<file path="src/source/uart_pkg.sv">
/* UART bit timing and byte type */

`default_nettype none

package uart_pkg;

   ////////////////////
   // Bit timing

   // Clocks per serial bit, kept short for simulation
   localparam int CLKS_PER_BIT = 8;
   localparam int HALF_BIT     = CLKS_PER_BIT / 2;

   // Start bit, 8 data bits, stop bit
   localparam int FRAME_BITS   = 10;
   localparam int DATA_BITS    = 8;

   ////////////////////
   // Types

   typedef logic [DATA_BITS-1:0]              uart_byte_t;
   typedef logic [$clog2(CLKS_PER_BIT)-1:0]   clk_div_t;
   typedef logic [$clog2(FRAME_BITS)-1:0]     bit_cnt_t;

   // Divider end values
   localparam clk_div_t LAST_DIV      = clk_div_t'(CLKS_PER_BIT - 1);
   localparam clk_div_t MID_DIV       = clk_div_t'(HALF_BIT - 1);

   // Bit counter end values
   localparam bit_cnt_t LAST_TX_BIT   = bit_cnt_t'(FRAME_BITS - 1);
   localparam bit_cnt_t LAST_DATA_BIT = bit_cnt_t'(DATA_BITS - 1);

endpackage

`default_nettype wire

</file>
<file path="src/source/mem_pkg.sv">
/* Memory bridge widths and types */

`default_nettype none

package mem_pkg;

   ////////////////////
   // Widths

   localparam int ADDR_WIDTH   = 12;
   localparam int DATA_WIDTH   = 16;
   localparam int NIBBLE_WIDTH = 4;
   localparam int ADDR_NIBBLES = ADDR_WIDTH / NIBBLE_WIDTH;
   localparam int DATA_NIBBLES = DATA_WIDTH / NIBBLE_WIDTH;

   typedef logic [ADDR_WIDTH-1:0]   addr_t;
   typedef logic [DATA_WIDTH-1:0]   data_t;
   typedef logic [NIBBLE_WIDTH-1:0] nibble_t;

   // Nibble position in a frame, address nibbles first
   typedef logic [2:0]              nib_idx_t;

   localparam nib_idx_t LAST_ADDR_IDX  = nib_idx_t'(ADDR_NIBBLES - 1);
   localparam nib_idx_t FIRST_DATA_IDX = nib_idx_t'(ADDR_NIBBLES);
   localparam nib_idx_t LAST_DATA_IDX  = nib_idx_t'(ADDR_NIBBLES + DATA_NIBBLES - 1);
   localparam nib_idx_t LAST_REPLY_IDX = nib_idx_t'(DATA_NIBBLES - 1);

   ////////////////////
   // Command tags, low nibble of every serial byte

   typedef enum logic [3:0] {
      TRANS      = 4'b0000,
      DATA_START = 4'b0001,
      ADDR_START = 4'b0010,
      END_WRITE  = 4'b0100,
      END_READ   = 4'b1000
   } cmd_tag_e;

   ////////////////////
   // Controller states

   typedef enum logic [2:0] {
      IDLE,
      WR_SEND,
      WR_WAIT,
      RD_SEND,
      RD_WAIT,
      RD_REPLY
   } bridge_state_e;

   // Data sits above address so the frame index selects nibbles in wire order
   typedef struct packed {
      data_t data;
      addr_t addr;
   } mem_req_t;

endpackage

`default_nettype wire

</file>
<file path="src/source/uart_tx.sv">
/* UART transmitter */

`timescale 1ns/1ps
`default_nettype none

module uart_tx import uart_pkg::*; (
   input  wire             i_clk,
   input  wire             i_nrst,

   input  wire uart_byte_t i_data,
   input  wire             i_valid,
   output logic            o_accept,
   output logic            o_busy,

   output logic            o_tx
);

   // Shift register holds the whole frame, LSB on the line
   logic [FRAME_BITS-1:0] shift_q;
   clk_div_t              div_q;
   bit_cnt_t              bit_q;

   // New byte is taken only while idle
   assign o_accept = i_valid && !o_busy;
   assign o_tx     = shift_q[0];

   always_ff @(posedge i_clk or negedge i_nrst) begin
      if (!i_nrst) begin
         o_busy  <= 1'b0;
         shift_q <= '1;
         div_q   <= '0;
         bit_q   <= '0;
      end else if (o_accept) begin
         o_busy  <= 1'b1;
         // Stop bit, data LSB first, start bit
         shift_q <= {1'b1, i_data, 1'b0};
         div_q   <= '0;
         bit_q   <= '0;
      end else if (o_busy) begin
         if (div_q == LAST_DIV) begin
            div_q   <= '0;
            // Fill with ones so the line idles high
            shift_q <= {1'b1, shift_q[FRAME_BITS-1:1]};
            if (bit_q == LAST_TX_BIT) begin
               o_busy <= 1'b0;
            end else begin
               bit_q <= bit_q + 1'b1;
            end
         end else begin
            div_q <= div_q + 1'b1;
         end
      end
   end

endmodule

`default_nettype wire

</file>
<file path="src/source/uart_rx.sv">
/* UART receiver */

`timescale 1ns/1ps
`default_nettype none

module uart_rx import uart_pkg::*; (
   input  wire         i_clk,
   input  wire         i_nrst,

   input  wire         i_rx,

   output uart_byte_t  o_data,
   output logic        o_valid
);

   typedef enum logic [1:0] {
      RX_IDLE,
      RX_START,
      RX_DATA,
      RX_STOP
   } rx_state_e;

   rx_state_e  state_q;
   logic [1:0] sync_q;
   logic       rx_s;
   clk_div_t   div_q;
   bit_cnt_t   bit_q;

   ////////////////////
   // Input synchronizer

   always_ff @(posedge i_clk or negedge i_nrst) begin
      if (!i_nrst) begin
         sync_q <= 2'b11;
      end else begin
         sync_q <= {sync_q[0], i_rx};
      end
   end

   assign rx_s = sync_q[1];

   ////////////////////
   // Frame sampling

   always_ff @(posedge i_clk or negedge i_nrst) begin
      if (!i_nrst) begin
         state_q <= RX_IDLE;
         div_q   <= '0;
         bit_q   <= '0;
         o_valid <= 1'b0;
      end else begin
         o_valid <= 1'b0;
         case (state_q)
            RX_IDLE: begin
               div_q <= '0;
               if (!rx_s) begin
                  state_q <= RX_START;
               end
            end
            // Recheck the start bit at its middle, a glitch goes back to idle
            RX_START: begin
               if (div_q == MID_DIV) begin
                  div_q   <= '0;
                  bit_q   <= '0;
                  state_q <= rx_s ? RX_IDLE : RX_DATA;
               end else begin
                  div_q <= div_q + 1'b1;
               end
            end
            RX_DATA: begin
               if (div_q == LAST_DIV) begin
                  div_q <= '0;
                  if (bit_q == LAST_DATA_BIT) begin
                     state_q <= RX_STOP;
                  end else begin
                     bit_q <= bit_q + 1'b1;
                  end
               end else begin
                  div_q <= div_q + 1'b1;
               end
            end
            RX_STOP: begin
               if (div_q == LAST_DIV) begin
                  // Frame with a low stop bit is dropped
                  o_valid <= rx_s;
                  state_q <= RX_IDLE;
               end else begin
                  div_q <= div_q + 1'b1;
               end
            end
            default: state_q <= RX_IDLE;
         endcase
      end
   end

   // Data bits shift in LSB first at mid bit
   always_ff @(posedge i_clk) begin
      if (state_q == RX_DATA && div_q == LAST_DIV) begin
         o_data <= {rx_s, o_data[DATA_BITS-1:1]};
      end
   end

endmodule

`default_nettype wire

</file>
<file path="src/source/nibble_packer.sv">
/* Tagged nibble packer */

`timescale 1ns/1ps
`default_nettype none

module nibble_packer import uart_pkg::*, mem_pkg::*; (
   input  wire mem_req_t  i_req,
   input  wire nib_idx_t  i_nib_idx,
   input  wire            i_is_write,
   output uart_byte_t     o_byte
);

   nibble_t  nibble;
   cmd_tag_e tag;

   // Request struct is {data, addr}, so the index walks address then data
   assign nibble = i_req[i_nib_idx * NIBBLE_WIDTH +: NIBBLE_WIDTH];

   ////////////////////
   // Tag by position

   always_comb begin
      tag = TRANS;
      if (i_nib_idx == '0) begin
         tag = ADDR_START;
      end else if (i_is_write) begin
         if (i_nib_idx == LAST_ADDR_IDX || i_nib_idx == LAST_DATA_IDX) begin
            tag = END_WRITE;
         end else if (i_nib_idx == FIRST_DATA_IDX) begin
            tag = DATA_START;
         end
      end else if (i_nib_idx == LAST_ADDR_IDX) begin
         // Read frame ends after the address
         tag = END_READ;
      end
   end

   // Nibble in the high half, tag in the low half
   assign o_byte = {nibble, tag};

endmodule

`default_nettype wire

</file>
<file path="src/source/read_assembler.sv">
/* Read reply assembler */

`timescale 1ns/1ps
`default_nettype none

module read_assembler import uart_pkg::*, mem_pkg::*; (
   input  wire             i_clk,
   input  wire             i_nrst,

   input  wire uart_byte_t i_byte,
   input  wire             i_valid,

   output data_t           o_word,
   output logic            o_done
);

   nibble_t  nibble;
   cmd_tag_e tag;
   nib_idx_t idx_q;
   logic     in_range;

   assign nibble   = i_byte[7:4];
   assign tag      = cmd_tag_e'(i_byte[3:0]);
   assign in_range = (idx_q <= LAST_REPLY_IDX);

   ////////////////////
   // Reply position

   always_ff @(posedge i_clk or negedge i_nrst) begin
      if (!i_nrst) begin
         idx_q  <= '0;
         o_done <= 1'b0;
      end else begin
         o_done <= 1'b0;
         if (i_valid) begin
            case (tag)
               DATA_START: idx_q <= nib_idx_t'(1);
               TRANS: begin
                  // Saturate past the last nibble
                  if (in_range) begin
                     idx_q <= idx_q + 1'b1;
                  end
               end
               END_READ: begin
                  idx_q  <= '0;
                  o_done <= 1'b1;
               end
               default: ;
            endcase
         end
      end
   end

   // Word register, held until the next reply
   always_ff @(posedge i_clk) begin
      if (i_valid) begin
         if (tag == DATA_START) begin
            o_word <= data_t'(nibble);
         end else if ((tag == TRANS || tag == END_READ) && in_range) begin
            o_word[idx_q * NIBBLE_WIDTH +: NIBBLE_WIDTH] <= nibble;
         end
      end
   end

endmodule

`default_nettype wire

</file>
<file path="src/source/mem_bridge_ctrl.sv">
/* Memory bridge controller */

`timescale 1ns/1ps
`default_nettype none

module mem_bridge_ctrl import mem_pkg::*; (
   input  wire       i_clk,
   input  wire       i_nrst,

   // Request levels from the user
   input  wire       i_write_valid,
   input  wire       i_read_valid,

   // Transmitter handshake
   input  wire       i_tx_accept,
   input  wire       i_tx_busy,

   // End of host reply
   input  wire       i_reply_done,

   output logic      o_tx_valid,
   output nib_idx_t  o_nib_idx,
   output logic      o_is_write,
   output logic      o_write_accept,
   output logic      o_read_accept
);

   bridge_state_e state_q;

   assign o_tx_valid = (state_q == WR_SEND) || (state_q == RD_SEND);

   always_ff @(posedge i_clk or negedge i_nrst) begin
      if (!i_nrst) begin
         state_q        <= IDLE;
         o_nib_idx      <= '0;
         o_is_write     <= 1'b0;
         o_write_accept <= 1'b0;
         o_read_accept  <= 1'b0;
      end else begin
         o_write_accept <= 1'b0;
         o_read_accept  <= 1'b0;
         case (state_q)
            // Skip the accept cycle, valid is still up there
            IDLE: begin
               o_nib_idx <= '0;
               if (!o_write_accept && !o_read_accept) begin
                  if (i_write_valid) begin
                     o_is_write <= 1'b1;
                     state_q    <= WR_SEND;
                  end else if (i_read_valid) begin
                     o_is_write <= 1'b0;
                     state_q    <= RD_SEND;
                  end
               end
            end

            ////////////////////
            // Write frame

            WR_SEND: begin
               if (i_tx_accept) begin
                  state_q <= WR_WAIT;
               end
            end
            WR_WAIT: begin
               if (!i_tx_busy) begin
                  if (o_nib_idx == LAST_DATA_IDX) begin
                     o_write_accept <= 1'b1;
                     state_q        <= IDLE;
                  end else begin
                     o_nib_idx <= o_nib_idx + 1'b1;
                     state_q   <= WR_SEND;
                  end
               end
            end

            ////////////////////
            // Read frame and reply

            RD_SEND: begin
               if (i_tx_accept) begin
                  state_q <= RD_WAIT;
               end
            end
            RD_WAIT: begin
               if (!i_tx_busy) begin
                  if (o_nib_idx == LAST_ADDR_IDX) begin
                     state_q <= RD_REPLY;
                  end else begin
                     o_nib_idx <= o_nib_idx + 1'b1;
                     state_q   <= RD_SEND;
                  end
               end
            end
            RD_REPLY: begin
               if (i_reply_done) begin
                  o_read_accept <= 1'b1;
                  state_q       <= IDLE;
               end
            end
            default: state_q <= IDLE;
         endcase
      end
   end

endmodule

`default_nettype wire

</file>
<file path="src/source/mem_uart.sv">
/* Memory emulator over UART */

`timescale 1ns/1ps
`default_nettype none

module mem_uart import uart_pkg::*, mem_pkg::*; (
   input  wire        i_clk,
   input  wire        i_nrst,

   // Parallel memory side
   input  wire addr_t i_addr,
   input  wire data_t i_data,
   input  wire        i_write_valid,
   input  wire        i_read_valid,
   output data_t      o_data,
   output logic       o_write_accept,
   output logic       o_read_accept,

   // Serial host side
   input  wire        i_uart_rx,
   output logic       o_uart_tx
);

   mem_req_t   req;
   nib_idx_t   nib_idx;
   logic       is_write;
   uart_byte_t tx_byte;
   logic       tx_valid;
   logic       tx_accept;
   logic       tx_busy;
   uart_byte_t rx_byte;
   logic       rx_valid;
   logic       reply_done;

   assign req = '{data: i_data, addr: i_addr};

   mem_bridge_ctrl ctrl0 (
      .i_clk          (i_clk),
      .i_nrst         (i_nrst),
      .i_write_valid  (i_write_valid),
      .i_read_valid   (i_read_valid),
      .i_tx_accept    (tx_accept),
      .i_tx_busy      (tx_busy),
      .i_reply_done   (reply_done),
      .o_tx_valid     (tx_valid),
      .o_nib_idx      (nib_idx),
      .o_is_write     (is_write),
      .o_write_accept (o_write_accept),
      .o_read_accept  (o_read_accept)
   );

   nibble_packer packer0 (
      .i_req      (req),
      .i_nib_idx  (nib_idx),
      .i_is_write (is_write),
      .o_byte     (tx_byte)
   );

   uart_tx tx0 (
      .i_clk    (i_clk),
      .i_nrst   (i_nrst),
      .i_data   (tx_byte),
      .i_valid  (tx_valid),
      .o_accept (tx_accept),
      .o_busy   (tx_busy),
      .o_tx     (o_uart_tx)
   );

   uart_rx rx0 (
      .i_clk   (i_clk),
      .i_nrst  (i_nrst),
      .i_rx    (i_uart_rx),
      .o_data  (rx_byte),
      .o_valid (rx_valid)
   );

   // Assembled reply is the read data
   read_assembler asm0 (
      .i_clk   (i_clk),
      .i_nrst  (i_nrst),
      .i_byte  (rx_byte),
      .i_valid (rx_valid),
      .o_word  (o_data),
      .o_done  (reply_done)
   );

endmodule

`default_nettype wire

</file>
<file path="config.mk">
export PLATFORM = sky130hd
export DESIGN_NAME = mem_uart
export DESIGN_NICKNAME = d
export VERILOG_FILES = /design/src/source/uart_pkg.sv /design/src/source/mem_pkg.sv /design/src/source/uart_tx.sv /design/src/source/uart_rx.sv /design/src/source/nibble_packer.sv /design/src/source/read_assembler.sv /design/src/source/mem_bridge_ctrl.sv /design/src/source/mem_uart.sv
export SDC_FILE = /design/constraint.sdc
export NUM_CORES = 1
export LEC_CHECK = 0
export BUFFER_PORTS_ARGS = -buffer_cell sky130_fd_sc_hd__buf_2
export CAP_MARGIN = 5
export CORE_MARGIN = 1
export CORE_UTILIZATION = 55
export CTS_CLUSTER_SIZE = 10
export DETAILED_ROUTE_END_ITERATION = 10
export GPL_TIMING_DRIVEN = 1
export MAX_ROUTING_LAYER = met4
export PLACE_DENSITY = 0.87
export SLEW_MARGIN = 10
export SYNTH_ARGS = -nofsm -noshare
export SYNTH_HDL_FRONTEND = slang
export SYNTH_SLANG_ARGS = --single-unit
export TNS_END_PERCENT = 1
</file>
<file path="constraint.sdc">
create_clock -name i_clk -period 2.4 [get_ports i_clk]
set_clock_uncertainty 0.05 [all_clocks]
set_input_delay 0.12 -clock i_clk [delete_from_list [all_inputs] [get_ports i_clk]]
set_output_delay 0.12 -clock i_clk [all_outputs]
set_load 0.05 [all_outputs]
</file>
# Word-level counts from Yosys, hierarchy flattened
# Cells that the tools add are included.
[totals]
ff_bits = 67
out_inout_bits = 19
elab_cells = 162
in_bits = 33
[op_classes]
shift = 3
n_mux = 66
eq_ne = 36
n_lt_le_gt_ge = 1
addsub = 7
n_reduce_logical = 30
[op_table]
columns = ["cell", "count"]
rows = [
  ["2-to-1 mux 3 bit", 20],
  ["2-to-1 mux 4 bit", 12],
  ["negator 5 -> 34 bit", 1],
  ["variable shift 4 x 34 -> 16 bit, first input constant", 1],
  ["variable part select 4 x 34 -> 16 bit", 1],
  ["2-to-1 mux 10 bit", 3],
  ["variable part select 28 x 6 -> 4 bit", 1],
  ["inequality test 2 x 1 -> 1 bit, second input constant", 9],
  ["one-hot mux 3 bit (3 select lines)", 2],
  ["one-hot mux 3 bit (6 select lines)", 1],
  ["2-to-1 mux 1 bit", 17],
  ["bitwise mux 16 bit", 1],
  ["2-to-1 mux 16 bit", 1],
  ["inequality test 2 bit, second input constant", 8],
  ["equality test 3 x 2 -> 1 bit, second input constant", 5],
  ["equality test 3 bit, second input constant", 5],
  ["adder 3 x 1 -> 3 bit, second input constant", 4],
  ["2-to-1 mux 2 bit", 6],
  ["one-hot mux 3 bit (4 select lines)", 1],
  ["AND reduction 5 bit", 2],
  ["nonzero test 2 bit", 5],
  ["AND reduction 3 bit", 3],
  ["adder 4 x 1 -> 4 bit, second input constant", 2],
  ["equality test 4 bit, second input constant", 2],
  ["other kinds (19)", 30],
]

# Longest topological paths before layout
[logic_depth]
ltp_word = 6
mapped_depth = 8
depth_no_buf = 7

# Hierarchy
# Synthesis repeated with hierarchy kept, for this count alone.
[hier_totals]
cells_unflattened = 351
hier_area_um2 = 3752.3
[modules_own_cells]
columns = ["module", "area_per_inst_um2", "seq_area_each_um2", "n_inst", "cells_each"]
rows = [
  ["read_assembler", 1133.6, 580.6, 1, 98],
  ["uart_rx", 869.6, 543.0, 1, 68],
  ["uart_tx", 847.1, 436.7, 1, 80],
  ["mem_bridge_ctrl", 596.8, 225.2, 1, 66],
  ["nibble_packer", 305.3, 0.0, 1, 39],
]

# Worst setup path before layout
# Ideal clock, no wire load.
[synth_path]
path_type = "reg-to-reg"
from = "reg asm0.idx_q[0]"
to = "reg asm0.o_word[0] (enable)"
required_time_ns = 2.018
setup_ns = 0.332
path_slack_ns = 0.248
arrival_ns = 1.770
synth_period_minus_slack_ns = 2.152
stages_incl_launch_ff = 7
path_buffers = 0
path_cell_list = "dfrtp_1 > inv_1 > ha_1 > ha_1 > nor4b_1 > a41oi_1 > nor2b_1"
[synth_between]
elab_chain_len = 4
[synth_lines]
columns = ["element", "line_no", "text"]
rows = [
  ["from (decl)", "read_assembler.sv:19", "nib_idx_t idx_q;"],
  ["from (signal assigned)", "read_assembler.sv:37", "DATA_START: idx_q <= nib_idx_t'(1);"],
  ["from (signal assigned)", "read_assembler.sv:41", "idx_q <= idx_q + 1'b1;"],
  ["<= comparator 3 x 2 -> 1 bit", "read_assembler.sv:24", "assign in_range = (idx_q <= LAST_REPLY_IDX);"],
  ["logical AND 1 bit", "read_assembler.sv:59", "end else if ((tag == TRANS || tag == END_READ) && in_range) begin"],
  ["nonzero test 2 bit (no line)", "-", ""],
  ["AND reduction 2 bit (no line)", "-", ""],
  ["to (signal assigned)", "read_assembler.sv:58", "o_word <= data_t'(nibble);"],
  ["to (signal, indexed assignment)", "read_assembler.sv:60", "o_word[idx_q * NIBBLE_WIDTH +: NIBBLE_WIDTH] <= nibble;"],
  ["to (decl)", "read_assembler.sv:13", "output data_t o_word,"],
]
# No other way between the ends.
# A chain may end at the register's enable or synchronous reset.

# Worst setup path after layout
[layout_path]
from = "reg asm0.idx_q[1]"
to = "reg asm0.o_word[2] (enable)"
# The elaborated chain is that of the path after synthesis.

==> impl_metrics.py <==
metrics = {
    "run_status": {
        "status": "finished clean",
    },
    "placed_design": {
        "port_buffers": 51,
        "post-place-cells": 462,
        "dp_hpwl_um": 4920,
        "gp_congestion": 0.837,
        "place_area_um2": 3910,
    },
    "logic_synthesis": {
        "yosys_warnings": 0,
        "synthCells": 341,
        "synthesis.area_um2": 3590,
        "synthTopCellsByArea": "dfrtp_1 (22%), edfxtp_1 (20%), dfstp_2 (8.1%)",
        "synth_fp_nets": 394,
        "synth.top_cell.area_share_pct": 21.6,
        "synth_area_leader_cell": "dfrtp_1",
        "synth-edff-count": 24,
        "ys_seq_area_share_pct": 49.8,
        "syn_area_per_cell_um2": 10.5,
        "ys_seq_elements": 66,
        "synth_ff_type": "dfrtp_1",
        "async_reset_ff_share_pct": 63.6,
        "yosysUniqueCellTypes": 58,
    },
    "detailed_routing": {
        "dr.pass1.iters": 4,
        "via_per_inst": 5.81,
        "drc": 0,
        "vias": 2795,
        "wire_per_inst_um": 14.6,
        "wirelength_um": 7010,
        "ant_nets": 0,
        "drtIter0Drc": 159,
    },
    "timing": {
        "finalCritPeriodShare_pct": 90.6,
        "hold_viol": 0,
        "relSlewSlack_pct": 38.8,
        "setup-violations-final": 0,
        "tightestPinTransition_ps": 918,
        "final.setup.tns_ps": 0,
        "rsz0062_at_grt": "no",
        "hold_ws_ps": 19.0,
        "finalCriticalPeriod_ps": 2180,
        "fmax_mhz": 460,
        "drv_slew": 0,
    },
    "job": {
        "drv_cap": 0,
    },
    "die": {
        "initial_utilization_pct": 56.8,
        "die_h_um": 82.8,
        "rows": 29,
        "die_x_um": 82.8,
        "dieArea_um2": 6850,
        "fp.coreArea_um2": 6310,
        "io_pins": 52,
    },
    "global_route": {
        "antenna_found_initial": 0,
        "grt_pass1_wl_um": 11300,
        "first_global_vias": 2591,
        "grt_max_degree": 43,
        "grt_usage_pct": 22.6,
        "grt_overflow": 0,
    },
    "worst_setup_path": {
        "required_ps": 2390,
        "r2r_slack_ps": 220,
        "cp-end-kind": "register",
        "startpoint_type": "register",
        "rr_endpoint": "asm0.o_word[2]",
        "crit_path_max_fanout": 6,
        "timing.rr.start": "asm0.idx_q[1]",
        "critPathLaunch": "asm0.idx_q[1]",
        "arrival_ps": 2170,
        "worstSetupPathType": "reg2reg",
        "reg2reg_depth": 6,
        "timing.critical_path.to": "asm0.o_word[2]",
    },
    "layout": {
        "drive_above_1_share_pct": 23.0,
        "layout_common_cells": "buf_2 (51), nand2_1 (35), nor2_1 (33)",
        "final_common_cell": "buf_2",
        "area_growth_pct": 14.9,
        "multi_input_area_um2": 1680,
        "post-route-util_pct": 65.3,
        "diodes": 0,
        "fillers": 494,
        "final-seq-area_um2": 1790,
        "final_area_um2": 4120,
        "final_nets": 452,
        "final_cells": 481,
    },
    "clock_tree": {
        "cts.root.buffer_cell": "clkbuf_8",
        "cts_buffers": 9,
        "cts_max_level": 3,
        "clock_path_buffers": 2,
        "cts_sinks": 66,
        "cts_setup_buffers": 0,
        "tritoncts": "done",
        "worstSkewPairLatency_ps": 350,
        "clkTransAtPathRegs_ps": 70,
    },
    "power": {
        "ir_worst_vdd_uv": 447,
        "power_density_nw_per_um2": 589,
        "swShare_pct": 28.1,
        "p_leak_nw": 1.83,
        "pwr-share-seq_pct": 53.3,
        "p_switching_mw": 0.682,
        "p_int_mw": 1.75,
        "power.share.combinational_pct": 12.3,
        "clockPowerShare_pct": 34.3,
    },
    "worst_hold_path": {
        "hold_depth": 3,
        "worstHoldPathType": "in2reg",
    },
}
==> through the flow <==
stage	total power, mW	worst slack [ps]
finish	2.43	225
global route	2.54	17.2
CTS	2.45	139
detailed placement	1.61	147
global placement	1.59	259
floorplan	1.52	248
==> how the worst min path moves through the flow <==
stage	to	slack (ps)	from
detailed placement	rx0.sync_q[0]	180	i_uart_rx
CTS	ctrl0.o_is_write	10	i_read_valid
global route	ctrl0.o_is_write	40	i_read_valid
global placement	rx0.sync_q[0]	180	i_uart_rx
finish	ctrl0.o_is_write	20	i_read_valid
floorplan	asynchronous set/reset pin	-230	i_nrst
==> metal layers <==
metal,part of all wire [%],up-vias,global-route usage [%]
met5,0,-,-
met4,1.7,0,10.5
li1,-,1376,-
met2,49,64,37.5
met3,4.6,16,3.50
met1,45,1339,27.1
==> state kept, by name (all words and copies together) (netlist names), 4 cells and up, named ones only <==
register     count
asm0.o_word     16
tx0.shift_q      9
tx0.bit_q        4
rx0.o_data       8
rx0.bit_q        4
==> worst max-delay path, cell delays in order (launching register included) <==
cell and delay, ps:
dfrtp_1 430, inv_1 110, ha_1 200, ha_1 340, nor4b_1 340, a41oi_1 180
nor2b_2 220
==> power groups by stage <==
| stage | sequential, mW | clock [mW] | combinational, mW |
|---|---|---|---|
| final | 1.29 | 0.834 | 0.300 |
| after global routing | 1.30 | 0.897 | 0.338 |
| after global placement | 1.31 | 0 | 0.281 |
| after detailed placement | 1.31 | 0 | 0.296 |
| after floorplan | 1.28 | 0 | 0.245 |
| after CTS | 1.29 | 0.851 | 0.301 |
==> cell usage after synthesis (2+ instances only) <==
library cell	n
a211oi_1	6
a21o_1	2
a21oi_1	15
a22o_1	6
a22oi_1	13
a311o_1	3
a31oi_1	3
a32oi_1	2
and2_1	2
and3_1	5
buf_2	7
buf_6	3
clkbuf_1	3
dfrtp_1	31
dfstp_2	11
edfxtp_1	24
ha_1	20
inv_1	13
mux2_2	2
mux2i_1	14
nand2_1	35
nand2b_1	4
nand3b_1	2
nand4_1	2
nor2_1	33
nor2b_1	11
nor3_1	10
nor4_1	2
o21a_1	4
o21ai_0	16
o22ai_1	4
o41ai_1	2
or4_4	2
xnor2_1	2
xor2_1	4
==> final cells by class <==
| type | instances | area share, % |
|---|---|---|
| multi-input combinational | 248 | 40.7 |
| clock inverter | 7 | 1.34 |
| clock buffer | 9 | 3.00 |
| inverter | 14 | 1.27 |
| sequential | 66 | 43.3 |
| tap | 77 | 2.34 |
| timing repair buffer | 60 | 8.01 |
==> timing repair <==
action | in CTS | in global routing
hold buffers | 3 | 0
gates resized for setup | 0 | 2
endpoints found under the hold margin | 33 | 0
endpoints found under the setup margin | 0 | 6
==> cells by family after synthesis <==
group	share of synthesized area (%)
and+or+nand+nor	16.5
xor gates and xnor gates	1.46
DFF	49.8
adders and majority gates	6.97
muxes	4.85
AOI/OAI and AO/OA	16.8
buffers and inverters	3.70
No activity file was read; power rests on OpenSTA's default activity.
